## config.mk

```make
export PLATFORM = sky130hd
export DESIGN_NAME = decode_stage
export DESIGN_NICKNAME = d
export VERILOG_FILES = /design/src/ctrl_pkg.sv /design/src/decode_stage.sv /design/src/main_control.sv /design/src/op_decode.sv /design/src/system_decode.sv
export SDC_FILE = /design/constraint.sdc
export NUM_CORES = 1
export LEC_CHECK = 0
export BUFFER_PORTS_ARGS = -buffer_cell sky130_fd_sc_hd__buf_4
export CORE_MARGIN = 2
export CORE_UTILIZATION = 49
export CTS_CLUSTER_DIAMETER = 60
export DETAILED_ROUTE_END_ITERATION = 12
export GPL_ROUTABILITY_DRIVEN = 0
export HOLD_SLACK_MARGIN = 0.08
export MAX_ROUTING_LAYER = met4
export PLACE_DENSITY = 0.8
export SYNTH_ARGS = -nofsm -noshare
export SYNTH_HDL_FRONTEND = slang
export SYNTH_SLANG_ARGS = --single-unit
export TNS_END_PERCENT = 5
```

## constraint.sdc

```tcl
create_clock -name clk -period 3.33 [get_ports clk]
set_input_delay 0.8325 -clock clk [delete_from_list [all_inputs] [get_ports clk]]
set_output_delay 0.8325 -clock clk [all_outputs]
set_load 0.005 [all_outputs]
```

## src/ctrl_pkg.sv

```systemverilog
// Shared types for the RV32 decode stage
// Opcode, ALU, write-back, immediate, mul/div and trap encodings plus the control bundle
package ctrl_pkg;

  // RV32I major opcodes, instr[6:0]
  typedef enum logic [6:0] {
    OPC_LUI    = 7'b0110111,
    OPC_AUIPC  = 7'b0010111,
    OPC_JAL    = 7'b1101111,
    OPC_JALR   = 7'b1100111,
    OPC_BRANCH = 7'b1100011,
    OPC_LOAD   = 7'b0000011,
    OPC_STORE  = 7'b0100011,
    OPC_OP_IMM = 7'b0010011,
    OPC_OP     = 7'b0110011,
    OPC_FENCE  = 7'b0001111,
    OPC_SYSTEM = 7'b1110011
  } opcode_e;

  // ALU operation, 0 to 9
  typedef enum logic [3:0] {
    ALU_ADD  = 4'd0,
    ALU_SUB  = 4'd1,
    ALU_SLL  = 4'd2,
    ALU_SLT  = 4'd3,
    ALU_SLTU = 4'd4,
    ALU_XOR  = 4'd5,
    ALU_SRL  = 4'd6,
    ALU_SRA  = 4'd7,
    ALU_OR   = 4'd8,
    ALU_AND  = 4'd9
  } alu_op_e;

  // Write-back source mux
  typedef enum logic [2:0] {
    WB_ALU    = 3'd0,
    WB_MEM    = 3'd1,
    WB_PC4    = 3'd2,
    WB_CSR    = 3'd3,
    WB_MULDIV = 3'd4
  } wb_sel_e;

  // Immediate format
  typedef enum logic [2:0] {
    IMM_I = 3'd0,
    IMM_S = 3'd1,
    IMM_B = 3'd2,
    IMM_U = 3'd3,
    IMM_J = 3'd4
  } imm_sel_e;

  // M-extension op, same code as funct3
  typedef enum logic [2:0] {
    MD_MUL    = 3'b000,
    MD_MULH   = 3'b001,
    MD_MULHSU = 3'b010,
    MD_MULHU  = 3'b011,
    MD_DIV    = 3'b100,
    MD_DIVU   = 3'b101,
    MD_REM    = 3'b110,
    MD_REMU   = 3'b111
  } md_op_e;

  // Trap kind out of SYSTEM
  typedef enum logic [1:0] {
    SYS_NONE   = 2'd0,
    SYS_ECALL  = 2'd1,
    SYS_EBREAK = 2'd2,
    SYS_MRET   = 2'd3
  } sys_op_e;

  typedef logic [31:0] inst_t;

  // Decoded control bundle
  typedef struct packed {
    logic     reg_write;
    logic     mem_read;
    logic     mem_write;
    logic     branch;
    logic     jump;
    alu_op_e  alu_op;
    logic     alu_src;   // 1 = immediate operand
    wb_sel_e  wb_sel;
    imm_sel_e imm_sel;
    logic     csr_we;
    logic     csr_src;   // 1 = zimm, 0 = rs1
    logic     md_en;
    md_op_e   md_op;
    sys_op_e  sys_op;
    logic     illegal;
  } ctrl_t;

  localparam logic [6:0] F7_MULDIV   = 7'b0000001;  // funct7 of MUL/DIV group
  localparam inst_t      INST_ECALL  = 32'h0000_0073;
  localparam inst_t      INST_EBREAK = 32'h0010_0073;
  localparam inst_t      INST_MRET   = 32'h3020_0073;

endpackage

```

## src/decode_stage.sv

```systemverilog
// Registered RV32 decode stage
// One instruction per cycle in, control bundle out one cycle later
`timescale 1ns/1ps

module decode_stage (
  input  logic             clk,
  input  logic             rst,
  input  logic             in_valid,   // Per-cycle strobe, no back-pressure
  input  ctrl_pkg::inst_t  instr,
  output logic             out_valid,
  output ctrl_pkg::ctrl_t  ctrl
);
  import ctrl_pkg::*;

  ctrl_t ctrl_next;  // Combinational decode result

  main_control main_control_inst (
    .instr (instr),
    .ctrl  (ctrl_next)
  );

  // Valid pipe bit, the only state that reset clears
  always_ff @(posedge clk) begin
    if (rst) begin
      out_valid <= 1'b0;
    end else begin
      out_valid <= in_valid;
    end
  end

  // Payload register, holds its value through gaps
  always_ff @(posedge clk) begin
    if (in_valid) begin
      ctrl <= ctrl_next;
    end
  end

endmodule

```

## src/main_control.sv

```systemverilog
// Opcode-level control generation for RV32IM plus SYSTEM
// Merges the ALU/M-op and SYSTEM sub-decoders into one control bundle
`timescale 1ns/1ps

module main_control (
  input  ctrl_pkg::inst_t  instr,
  output ctrl_pkg::ctrl_t  ctrl
);
  import ctrl_pkg::*;

  logic [6:0] opcode;
  logic [2:0] funct3;
  logic [6:0] funct7;
  logic       is_reg_op;

  alu_op_e    dec_alu_op;
  logic       dec_md_en;
  md_op_e     dec_md_op;

  logic       sys_csr_we;
  logic       sys_csr_src;
  sys_op_e    sys_op;
  logic       sys_illegal;

  // Instruction fields
  assign opcode    = instr[6:0];
  assign funct3    = instr[14:12];
  assign funct7    = instr[31:25];
  assign is_reg_op = (opcode == OPC_OP);  // R-type vs I-type ALU op

  op_decode op_decode_inst (
    .funct3    (funct3),
    .funct7    (funct7),
    .is_reg_op (is_reg_op),
    .alu_op    (dec_alu_op),
    .md_en     (dec_md_en),
    .md_op     (dec_md_op)
  );

  system_decode system_decode_inst (
    .instr       (instr),
    .csr_we      (sys_csr_we),
    .csr_src     (sys_csr_src),
    .sys_op      (sys_op),
    .sys_illegal (sys_illegal)
  );

  always_comb begin
    // Defaults, a NOP bundle
    ctrl         = '0;
    ctrl.alu_op  = ALU_ADD;
    ctrl.wb_sel  = WB_ALU;
    ctrl.imm_sel = IMM_I;
    ctrl.md_op   = MD_MUL;
    ctrl.sys_op  = SYS_NONE;

    case (opcode)
      OPC_LUI, OPC_AUIPC: begin
        ctrl.reg_write = 1'b1;
        ctrl.alu_src   = 1'b1;
        ctrl.imm_sel   = IMM_U;
      end
      OPC_JAL: begin
        ctrl.reg_write = 1'b1;
        ctrl.jump      = 1'b1;
        ctrl.wb_sel    = WB_PC4;   // Link address
        ctrl.imm_sel   = IMM_J;
      end
      OPC_JALR: begin
        ctrl.reg_write = 1'b1;
        ctrl.jump      = 1'b1;
        ctrl.alu_src   = 1'b1;     // rs1 + imm target
        ctrl.wb_sel    = WB_PC4;
      end
      OPC_BRANCH: begin
        ctrl.branch  = 1'b1;
        ctrl.alu_op  = ALU_SUB;    // Compare by subtraction
        ctrl.imm_sel = IMM_B;
      end
      OPC_LOAD: begin
        ctrl.reg_write = 1'b1;
        ctrl.mem_read  = 1'b1;
        ctrl.alu_src   = 1'b1;     // Address = rs1 + offset
        ctrl.wb_sel    = WB_MEM;
      end
      OPC_STORE: begin
        ctrl.mem_write = 1'b1;
        ctrl.alu_src   = 1'b1;
        ctrl.imm_sel   = IMM_S;
      end
      OPC_OP_IMM: begin
        ctrl.reg_write = 1'b1;
        ctrl.alu_src   = 1'b1;
        ctrl.alu_op    = dec_alu_op;
      end
      OPC_OP: begin
        ctrl.reg_write = 1'b1;
        if (dec_md_en) begin
          // Result from the mul/div unit, ALU idle at ADD
          ctrl.md_en  = 1'b1;
          ctrl.md_op  = dec_md_op;
          ctrl.wb_sel = WB_MULDIV;
        end else begin
          ctrl.alu_op = dec_alu_op;
        end
      end
      OPC_FENCE: begin
        // Treated as a NOP
      end
      OPC_SYSTEM: begin
        ctrl.csr_we  = sys_csr_we;
        ctrl.csr_src = sys_csr_src;
        ctrl.sys_op  = sys_op;
        if (sys_csr_we) begin
          ctrl.reg_write = 1'b1;   // Old CSR value to rd
          ctrl.wb_sel    = WB_CSR;
        end
        ctrl.illegal = sys_illegal;
      end
      default: begin
        ctrl.illegal = 1'b1;       // RV64 W ops, AMO, FP and unknown opcodes
      end
    endcase
  end

endmodule

```

## src/op_decode.sv

```systemverilog
// ALU and M-extension operation decode for OP and OP-IMM
// Pure combinational, opcode is qualified by the caller
`timescale 1ns/1ps

module op_decode (
  input  logic [2:0]         funct3,
  input  logic [6:0]         funct7,
  input  logic               is_reg_op,  // Register form, enables SUB and M ops
  output ctrl_pkg::alu_op_e  alu_op,
  output logic               md_en,
  output ctrl_pkg::md_op_e   md_op
);
  import ctrl_pkg::*;

  // funct3 to ALU op
  always_comb begin
    unique case (funct3)
      3'b000: begin
        // Immediate form has no SUB
        if (is_reg_op && funct7[5]) begin
          alu_op = ALU_SUB;
        end else begin
          alu_op = ALU_ADD;
        end
      end
      3'b001: alu_op = ALU_SLL;
      3'b010: alu_op = ALU_SLT;
      3'b011: alu_op = ALU_SLTU;
      3'b100: alu_op = ALU_XOR;
      3'b101: begin
        if (funct7[5]) begin  // imm[10] for SRAI
          alu_op = ALU_SRA;
        end else begin
          alu_op = ALU_SRL;
        end
      end
      3'b110: alu_op = ALU_OR;
      3'b111: alu_op = ALU_AND;
      default: alu_op = ALU_ADD;
    endcase
  end

  // MUL/DIV group only in register form
  assign md_en = is_reg_op && (funct7 == F7_MULDIV);
  assign md_op = md_op_e'(funct3);  // Op code is funct3 itself

endmodule

```

## src/system_decode.sv

```systemverilog
// SYSTEM instruction decode
// CSR access control, trap kind and legality of the funct3 space
`timescale 1ns/1ps

module system_decode (
  input  ctrl_pkg::inst_t    instr,
  output logic               csr_we,
  output logic               csr_src,
  output ctrl_pkg::sys_op_e  sys_op,
  output logic               sys_illegal
);
  import ctrl_pkg::*;

  logic [2:0] funct3;

  assign funct3 = instr[14:12];

  always_comb begin
    csr_we      = 1'b0;
    csr_src     = 1'b0;
    sys_op      = SYS_NONE;
    sys_illegal = 1'b0;

    unique case (funct3)
      3'b000: begin
        // Privileged group, whole word must match
        if (instr == INST_ECALL) begin
          sys_op = SYS_ECALL;
        end else if (instr == INST_EBREAK) begin
          sys_op = SYS_EBREAK;
        end else if (instr == INST_MRET) begin
          sys_op = SYS_MRET;
        end else begin
          sys_illegal = 1'b1;  // SRET, WFI, SFENCE.VMA and junk
        end
      end
      3'b100: begin
        sys_illegal = 1'b1;    // Reserved funct3
      end
      default: begin
        // CSRRW/S/C and immediate forms
        csr_we  = 1'b1;        // Write suppression left to the core
        csr_src = funct3[2];   // Immediate forms use zimm
      end
    endcase
  end

endmodule

```

# After elaboration in Yosys (flattened, before gate mapping)
# Index checks and enable logic that the tools add are counted.
# W data, S select, Z words.
# totals
out_inout_bits	26
register_bits	26
word_cells	79
# classes
n_eq_ne	22
reduce_logical	13
muxes	25
n_bitwise	2
# ops
operator	count
$eq A32 B21 Y1 const B	1
$eq A32 B30 Y1 const B	1
$eq A32 B7 Y1 const B	1
$pmux W4 S8	1
$eq A7 B7 Y1 const B	4
$pmux W3 S4	2
$eq A7 B6 Y1 const B	3
$eq A7 B5 Y1 const B	2
$eq A3 B3 Y1 const B	4
$mux W1	12
$pmux W4 S3	1
$reduce_or A10 Y1	1
$mux W4	2
$eq A7 B1 Y1 const B	1
$eq A7 B2 Y1 const B	1
$eq A7 B4 Y1 const B	1
$reduce_or A7 Y1	1
$eq A3 B2 Y1 const B	2
$mux W2	3
$pmux W1 S2	3
$reduce_or A2 Y1	3
$reduce_or A3 Y1	2
$reduce_or A6 Y1	1
$reduce_and A2 Y1	2
other kinds (5)	7

# Logic depth before layout (Yosys ltp)
# Gate-level depths: netlist (run 1).
# logic_depth
depth_word	6
depth_mapped	5
ltp_nobuf	4

# Hierarchy
# From an unflattened synthesis (run 1), not the netlist that was laid out.
# unflattened
hier_cells	122
area_unflattened_um2	1448.9
# by_module_without_submodules
mod	seq_area_each_um2	cells_each	area_per_inst_um2	instances
decode_stage	770.7	27	784.5	1
main_control	0.0	61	376.6	1
system_decode	0.0	19	180.2	1
op_decode	0.0	15	107.6	1

# Least setup slack after synthesis (run 1)
# No wires, ideal clock.
# synth_path
path_type	in2reg
from	in instr[26]
to	reg ctrl[1] in the netlist's numbering (data pin)
t_arrival_ps	1916
required_time_ps	3172
stages	4
n_path_buf	0
slack_ps	1256
cell_sequence	nor4_2 nand3_1 or4_4 a211oi_2
# synth_between
elab_chain_cells	4
# synth_rtl
item	line_no	source
start: declaration	decode_stage.sv:9	input ctrl_pkg::inst_t instr,
$eq A32 B30 Y1	system_decode.sv:31	end else if (instr == INST_MRET) begin
$mux W2	system_decode.sv:31	
$mux W2	system_decode.sv:29	end else if (instr == INST_EBREAK) begin
$mux W1 (*)	system_decode.sv:27	if (instr == INST_ECALL) begin
end signal: assignment	decode_stage.sv:34	ctrl <= ctrl_next;
end: declaration	decode_stage.sv:11	output ctrl_pkg::ctrl_t ctrl
# Every way passes the cells marked *; elsewhere a longest branch is shown, timed or not.
# A chain may end at the register's enable or synchronous reset.

# Worst setup path in the final report (run 1)
# layout_path
from	in instr[17]
to	reg ctrl[1] in the netlist's numbering (data pin)
# The elaborated chain is that of the path after synthesis.

==> summary.md, run 1 <==
| Metric | Value |
|---|---|
| # DRC | 0 |
| Clock slew at reported path FFs | 0.15 ns |
| Hold buffers post-CTS | 0 |
| Most common cell in the netlist | edfxtp_1 |
| Critical path class | primary input to flop |
| Dominant cell type by area after synthesis | edfxtp_1 |
| DRT Pass-1 Iters | 4 |
| Max FO, Critical Path | 2 |
| Total power draw | 702 uW |
| DP Area | between 1500 and 2000 um^2 |
| CTS Root Buffer Type | clkbuf_4 |
| Post-synth EDFFs | 25 |
| Setup TNS | 0 ns |
| Iter 0 DRT Violations | 35 |
| Final hold vios | 0 |
| Startpoint Class | primary input |
| Top FF cell, synth | edfxtp_1 |
| RSZ-0062 raised after global routing | false |
| Hold WC Path Type | primary input to flop |
| DR vias/cell | roughly 5.6 |
| Core area | approximately 2500 um^2 |
| Clock Sinks | 26 |
| Critical Path RT | ~3.5 ns |
| Largest net degree at the start of global routing | 27 |
| Detailed Route WL | 2910 um |
| Final #Nets | 214 |
| CTS tree | built |
| Register bit total from synthesis | 26 |
| Status | complete, no violations |
| Ranking of synthesized cells by area | edfxtp_1 (58%), nor2_1 (3.2%), nand2_1 (2.9%) |
| Hold WS | roughly 0.64 ns |
| Post-CTS setup buffers | 0 |
| Vias | 1,157 |
| Data arrival time of the critical path | roughly 2.1 ns |
| Total GRT Usage | 20.2% |
| Initial Utilization | between 50% and 60% |
| Final Cycle Share | 57.9% |
| PortBufs | 60 |
| Mapped Nets | around 150 |
| Syn Std Cell Area | approximately 1300 um^2 |
| Setup WS pre-CTS | 1.06 ns |
| Static leakage | 0.744 nW |
| Setup crit end kind | flop |
| HPWL after DPL | approximately 2200 um |
| Post-route cell area | 1810 um^2 |
| Placed insts | roughly 200 |
| Die height | around 55 um |
| Setup-failing EPs final | 0 |
| Sequential cell area | 771 um^2 |
| Final worst setup slack | around 1.4 ns |
| Area occupied by multi-input gates | 483 um^2 |
| First-pass GRT wire length | 4770 um |
| IO Pins | 61 |
| VDD IR max | 0.000271 V |
| Average size of a mapped cell | 10.9 um^2 |
| Worst relative slew slack | 77.1% |
| Synth cell types | 37 |
| Die footprint | 3060 um^2 |
| Mapped Cells | 118 |
| Bufs on Longest Clock Path | 2 |
| Overflow after GRT | 0 |
| Ys async rst share | 0% |
| Die width | ~55 um |
| Max_cap viols | 0 |
| Crit path buf inv count | 1 |
| Warnings from Yosys | 0 |
| N_diodes | 0 |
| CP max-delay cell | or4_4 |
| Row cnt | 18 |
| Synth top cells by count | edfxtp_1 (25), nor2_1 (11), nand2_1 (10) |
| Final Slew Violations | 0 |
| Antenna Violating Nets Remaining | 0 |
| Layout cells sized above 1 | 38.2% |
| CP delay by family, top | simple AND/OR/NAND/NOR gates |
| Final std cells w/o fill | about 210 |
| Worst Tran Pin Value | about 0.34 ns |
| CP cell instances | buf_4 > nor4_1 > nand3_1 > or4_4 > a211oi_2 |
| Slowest stage delay, CP | 0.54 ns |
| Vias in the first global route | 1,106 |
| Cts bufs inserted | 3 |
| Min Tclk post-route | 1.93 ns |
| CTS resizes | 0 |
| F_max | 519 MHz |
| Area share of the largest cell type after synthesis | between 50% and 60% |
| Post-synthesis sequential area ratio | 59.7% |
| Initial antenna violation count | 0 |
| Pwr Density | 387 nW/um^2 |
| Fillers | approximately 170 |
| Post-layout util | 73.2% |
| H-tree levels | 1 |
| Synth-to-layout area growth | 40.5% |
| WL per Instance | 14.0 um |
[power breakdown]
group          switching [mW]  total [mW]  internal, mW
clock                  0.0939       0.216         0.122
sequential            0.00464       0.380         0.375
combinational          0.0487       0.107        0.0584
[metal layers]
| layer | routed length (um) | vias up | part of all wire (%) | global-route usage (%) |
|---|---|---|---|---|
| li1 | - | 556 | - | - |
| met1 | 1080 | 528 | 37 | 21.1 |
| met2 | 1530 | 65 | 53 | 36.2 |
| met3 | 228 | 8 | 7.8 | 3.51 |
| met4 | 67 | 0 | 2.3 | 10.1 |
| met5 | 0 | - | 0 | - |
[state kept, by name, summed over array words and instances, names as in the netlist]
register,count
ctrl,25
out_valid,1
[logic make-up (layout without fill, tap and decap cells)]
| family | after synthesis | in the layout | share of synthesized area [%] |
|---|---|---|---|
| buf+inv | 9 | 69 | 2.81 |
| simple gates | 65 | 65 | 27.8 |
| compound gates | 17 | 17 | 8.73 |
| mux | 1 | 1 | 0.873 |
| flops | 26 | 26 | 59.7 |
[placed cells by master, fill, tap and decap left out, types with 2 or more instances in the layout]
| master | instances |
|---|---|
| nor3_1 | 7 |
| clkbuf_4 | 3 |
| nor2_1 | 11 |
| and2_1 | 4 |
| or3_1 | 2 |
| nand2_1 | 10 |
| a31oi_1 | 2 |
| edfxtp_1 | 25 |
| buf_4 | 60 |
| a21oi_1 | 5 |
| nor2b_1 | 3 |
| inv_1 | 5 |
| nor4_1 | 5 |
| and3_1 | 4 |
| nand3_1 | 6 |
| nand2b_1 | 5 |
[area by class of cell]
cell class / count / area share [%]
sequential: 26 / 42.5
multi-input combinational: 83 / 26.6
timing repair buffer: 60 / 24.8
tap: 30 / 2.07
clock inverter: 1 / 1.66
clock buffer: 3 / 1.24
inverter: 5 / 1.04
[path summary, 6_finish.rpt]
path	startpoint	endpoint	depth (start not counted)
setup / recovery	instr[17]	ctrl[1]$_SDFFCE_PN0P_	5
hold / removal	rst	out_valid$_SDFF_PP0_	2
Power figures use the tool's default switching activity.
==> run 2: changes to the inputs <==
--- a/config.mk
+++ b/config.mk
@@ -7,13 +7,13 @@
 export LEC_CHECK = 0
 export BUFFER_PORTS_ARGS = -buffer_cell sky130_fd_sc_hd__buf_4
 export CORE_MARGIN = 2
-export CORE_UTILIZATION = 49
+export CORE_UTILIZATION = 45
 export CTS_CLUSTER_DIAMETER = 60
 export DETAILED_ROUTE_END_ITERATION = 12
 export GPL_ROUTABILITY_DRIVEN = 0
 export HOLD_SLACK_MARGIN = 0.08
 export MAX_ROUTING_LAYER = met4
-export PLACE_DENSITY = 0.8
+export PLACE_DENSITY = 0.74
 export SYNTH_ARGS = -nofsm -noshare
 export SYNTH_HDL_FRONTEND = slang
 export SYNTH_SLANG_ARGS = --single-unit
==> constraint.sdc (replaced) <==
create_clock -name clk -period 2 [get_ports clk]
set_input_delay 0.5 -clock clk [delete_from_list [all_inputs] [get_ports clk]]
set_output_delay 0.5 -clock clk [all_outputs]
set_load 0.005 [all_outputs]
==> summary.md, run 2 (same netlist as run 1, synthesis figures left out) <==
| Metric | Value |
|---|---|
| Status | complete, no violations (unchanged) |
| # DRC | 0 (unchanged) |
| Clock slew at reported path FFs | 0.14 ns (was 0.15 ns) |
| Iter 0 DRT Violations | 33 (was 35) |
| Critical path class | primary input to flop (unchanged) |
| Largest Register | ctrl (unchanged) |
| Setup-failing EPs final | 0 (unchanged) |
| Sequential cell area | 771 um^2 (unchanged) |
| Hold Crit Depth | 2 (unchanged) |
| Antenna Violating Nets Remaining | 0 (unchanged) |
| N_diodes | 0 (unchanged) |
| Area occupied by multi-input gates | 483 um^2 (unchanged) |
| CTS resizes | 0 (unchanged) |
| F_max | 614 MHz |
| Final hold vios | 0 (unchanged) |
| Initial antenna violation count | 0 (unchanged) |
| Data arrival time of the critical path | 1.81 ns (was 2.10 ns) |
| Bufs on Longest Clock Path | 2 (unchanged) |
| Static leakage | 0.744 nW (unchanged) |
| Die footprint | 3310 um^2 (was 3060 um^2) |
| DP Area | 1760 um^2 (about the same) |
| Max_cap viols | 0 (unchanged) |
| Core area | 2730 um^2 (was 2480 um^2) |
| Vias in the first global route | 1,024 (was 1,106) |
| Post-CTS setup buffers | 0 (unchanged) |
| PortBufs | 60 (unchanged) |
| Commonest non-fill, non-tap cell in the layout | buf_4 (unchanged) |
| Biggest regs | ctrl (25), out_valid (1) (unchanged) |
| Cts bufs inserted | 3 (unchanged) |
| Hold WC Path Type | primary input to flop (unchanged) |
| Final Slew Violations | 0 (unchanged) |
| Critical Path RT | 2.18 ns (was 3.51 ns) |
| Final Cycle Share | 81.5% |
| Setup TNS | 0 ns (unchanged) |
| CTS Root Buffer Type | clkbuf_4 (unchanged) |
| Slowest stage delay, CP | 0.54 ns (about the same) |
| Largest net degree at the start of global routing | 27 (unchanged) |
| Detailed Route WL | 2940 um (was 2910 um) |
| Startpoint Class | primary input (unchanged) |
| First-pass GRT wire length | 4580 um (was 4770 um) |
| Initial Utilization | 47.2% (was 52.1%) |
| Final #Nets | 214 (unchanged) |
| Commonest non-fill, non-tap cells in the layout | buf_4 (60), edfxtp_1 (25), nor2_1 (11), nand2_1 (10), nor3_1 (7) (unchanged) |
| Die width | 57.5 um (was 55.3 um) |
| Setup crit end kind | flop (unchanged) |
| DR vias/cell | 5.41 (was 5.56) |
| Total GRT Usage | 18.8% (was 20.2%) |
| DRT Pass-1 Iters | 4 (unchanged) |
| Max reg flops | 25 (unchanged) |
| Synth-to-layout area growth | 40.6% (was 40.5%) |
| Post-route cell area | 1810 um^2 (about the same) |
| Hold path start | rst (unchanged) |
| CP cell instances | buf_4 > nor4_2 > nand3_1 > or4_4 > a211oi_2 (was buf_4 > nor4_1 > nand3_1 > or4_4 > a211oi_2) |
| VDD IR max | 0.000640 V (was 0.000271 V) |
| Pwr Density | 644 nW/um^2 (was 387 nW/um^2) |
| H-tree levels | 1 (unchanged) |
| Max FO, Critical Path | 2 (unchanged) |
| Clock Sinks | 26 (unchanged) |
| CTS tree | built (unchanged) |
| WL per Instance | 14.1 um (was 14.0 um) |
| Die height | 57.5 um (was 55.3 um) |
| Worst relative slew slack | 78.0% (was 77.1%) |
| CP max-delay cell | or4_4 (unchanged) |
| Layout cells sized above 1 | 38.2% (unchanged) |
| RSZ-0062 raised after global routing | false (unchanged) |
| HPWL after DPL | 2230 um (about the same) |
| Row cnt | 19 (was 18) |
| Hold Path End | out_valid$_SDFF_PP0_ (unchanged) |
| Vias | 1,131 (was 1,157) |
| Fillers | 220 (was 171) |
| Overflow after GRT | 0 (unchanged) |
| Worst Tran Pin Value | 0.327 ns (was 0.341 ns) |
| Min Tclk post-route | 1.63 ns |
| Hold buffers post-CTS | 0 (unchanged) |
| IO Pins | 61 (unchanged) |
==> run 2: cell counts in the layout (fill, tap and decap cells not counted) <==
Identical to the previous run, type by type.
==> run 2: final cells by class <==
| cell class | count | share of cell area, % |
|---|---|---|
| Clock inverter | 1 | 1.66 |
| Sequential cell | 26 | 42.5 |
| Clock buffer | 3 | 1.24 |
| Tap cell | 31 | 2.14 |
| Inverter | 5 | 1.03 |
| Multi-Input combinational cell | 83 | 26.6 |
| Timing Repair Buffer | 60 | 24.8 |
==> run 2: worst max path at each step <==
stage	start	to	slack [ns]	depth (start not counted)
6_report	instr[26]	ctrl[1]$_SDFFCE_PN0P_	0.37	5
5_1_grt	instr[26]	ctrl[1]$_SDFFCE_PN0P_	0.31	5
4_1_cts	instr[26]	ctrl[1]$_SDFFCE_PN0P_	0.37	5
3_5_place_dp	instr[26]	ctrl[1]$_SDFFCE_PN0P_	0.03	5
3_3_place_gp	instr[26]	ctrl[1]$_SDFFCE_PN0P_	0.06	5
2_1_floorplan	instr[26]	ctrl[1]$_SDFFCE_PN0P_	0.26	4
==> run 2: power by group <==
group	leakage, nW	total, mW	switching (mW)	internal [mW]
clock network	0.0279	0.359	0.156	0.203
registers	0.246	0.632	0.00803	0.624
logic	0.470	0.178	0.0805	0.0972
total	0.744	1.17	0.244	0.925
==> run 2: stage by stage <==
step / setup slack [ns] / hold slack (ns) / power, mW / cells / utilization (%)
after floorplan: 0.258 / 0.572 / 0.699 / 118 / -
after global placement: 0.0615 / 0.658 / 0.817 / 205 / 64.4
after detailed placement: 0.0281 / 0.666 / 0.823 / 205 / 64.4
after CTS: 0.370 / 0.295 / 1.18 / 209 / 66.4
after global routing: 0.307 / 0.285 / 1.22 / 209 / 66.4
final: 0.370 / 0.297 / 1.17 / 209 / 66.4
==> run 2: metal layers <==
| metal | track usage (%) | wire, um |
|---|---|---|
| met1 | 22.8 | 1200 |
| met2 | 29.1 | 1490 |
| met3 | 3.63 | 155 |
| met4 | 11.3 | 97 |
| met5 | - | 0 |
==> run 2: critical path: cells and delay by family <==
kind                   cells  cell delay [ns]
AOI/OAI and AO/OA          1             0.20
buffers and inverters      1             0.11
and+or+nand+nor            3             0.99
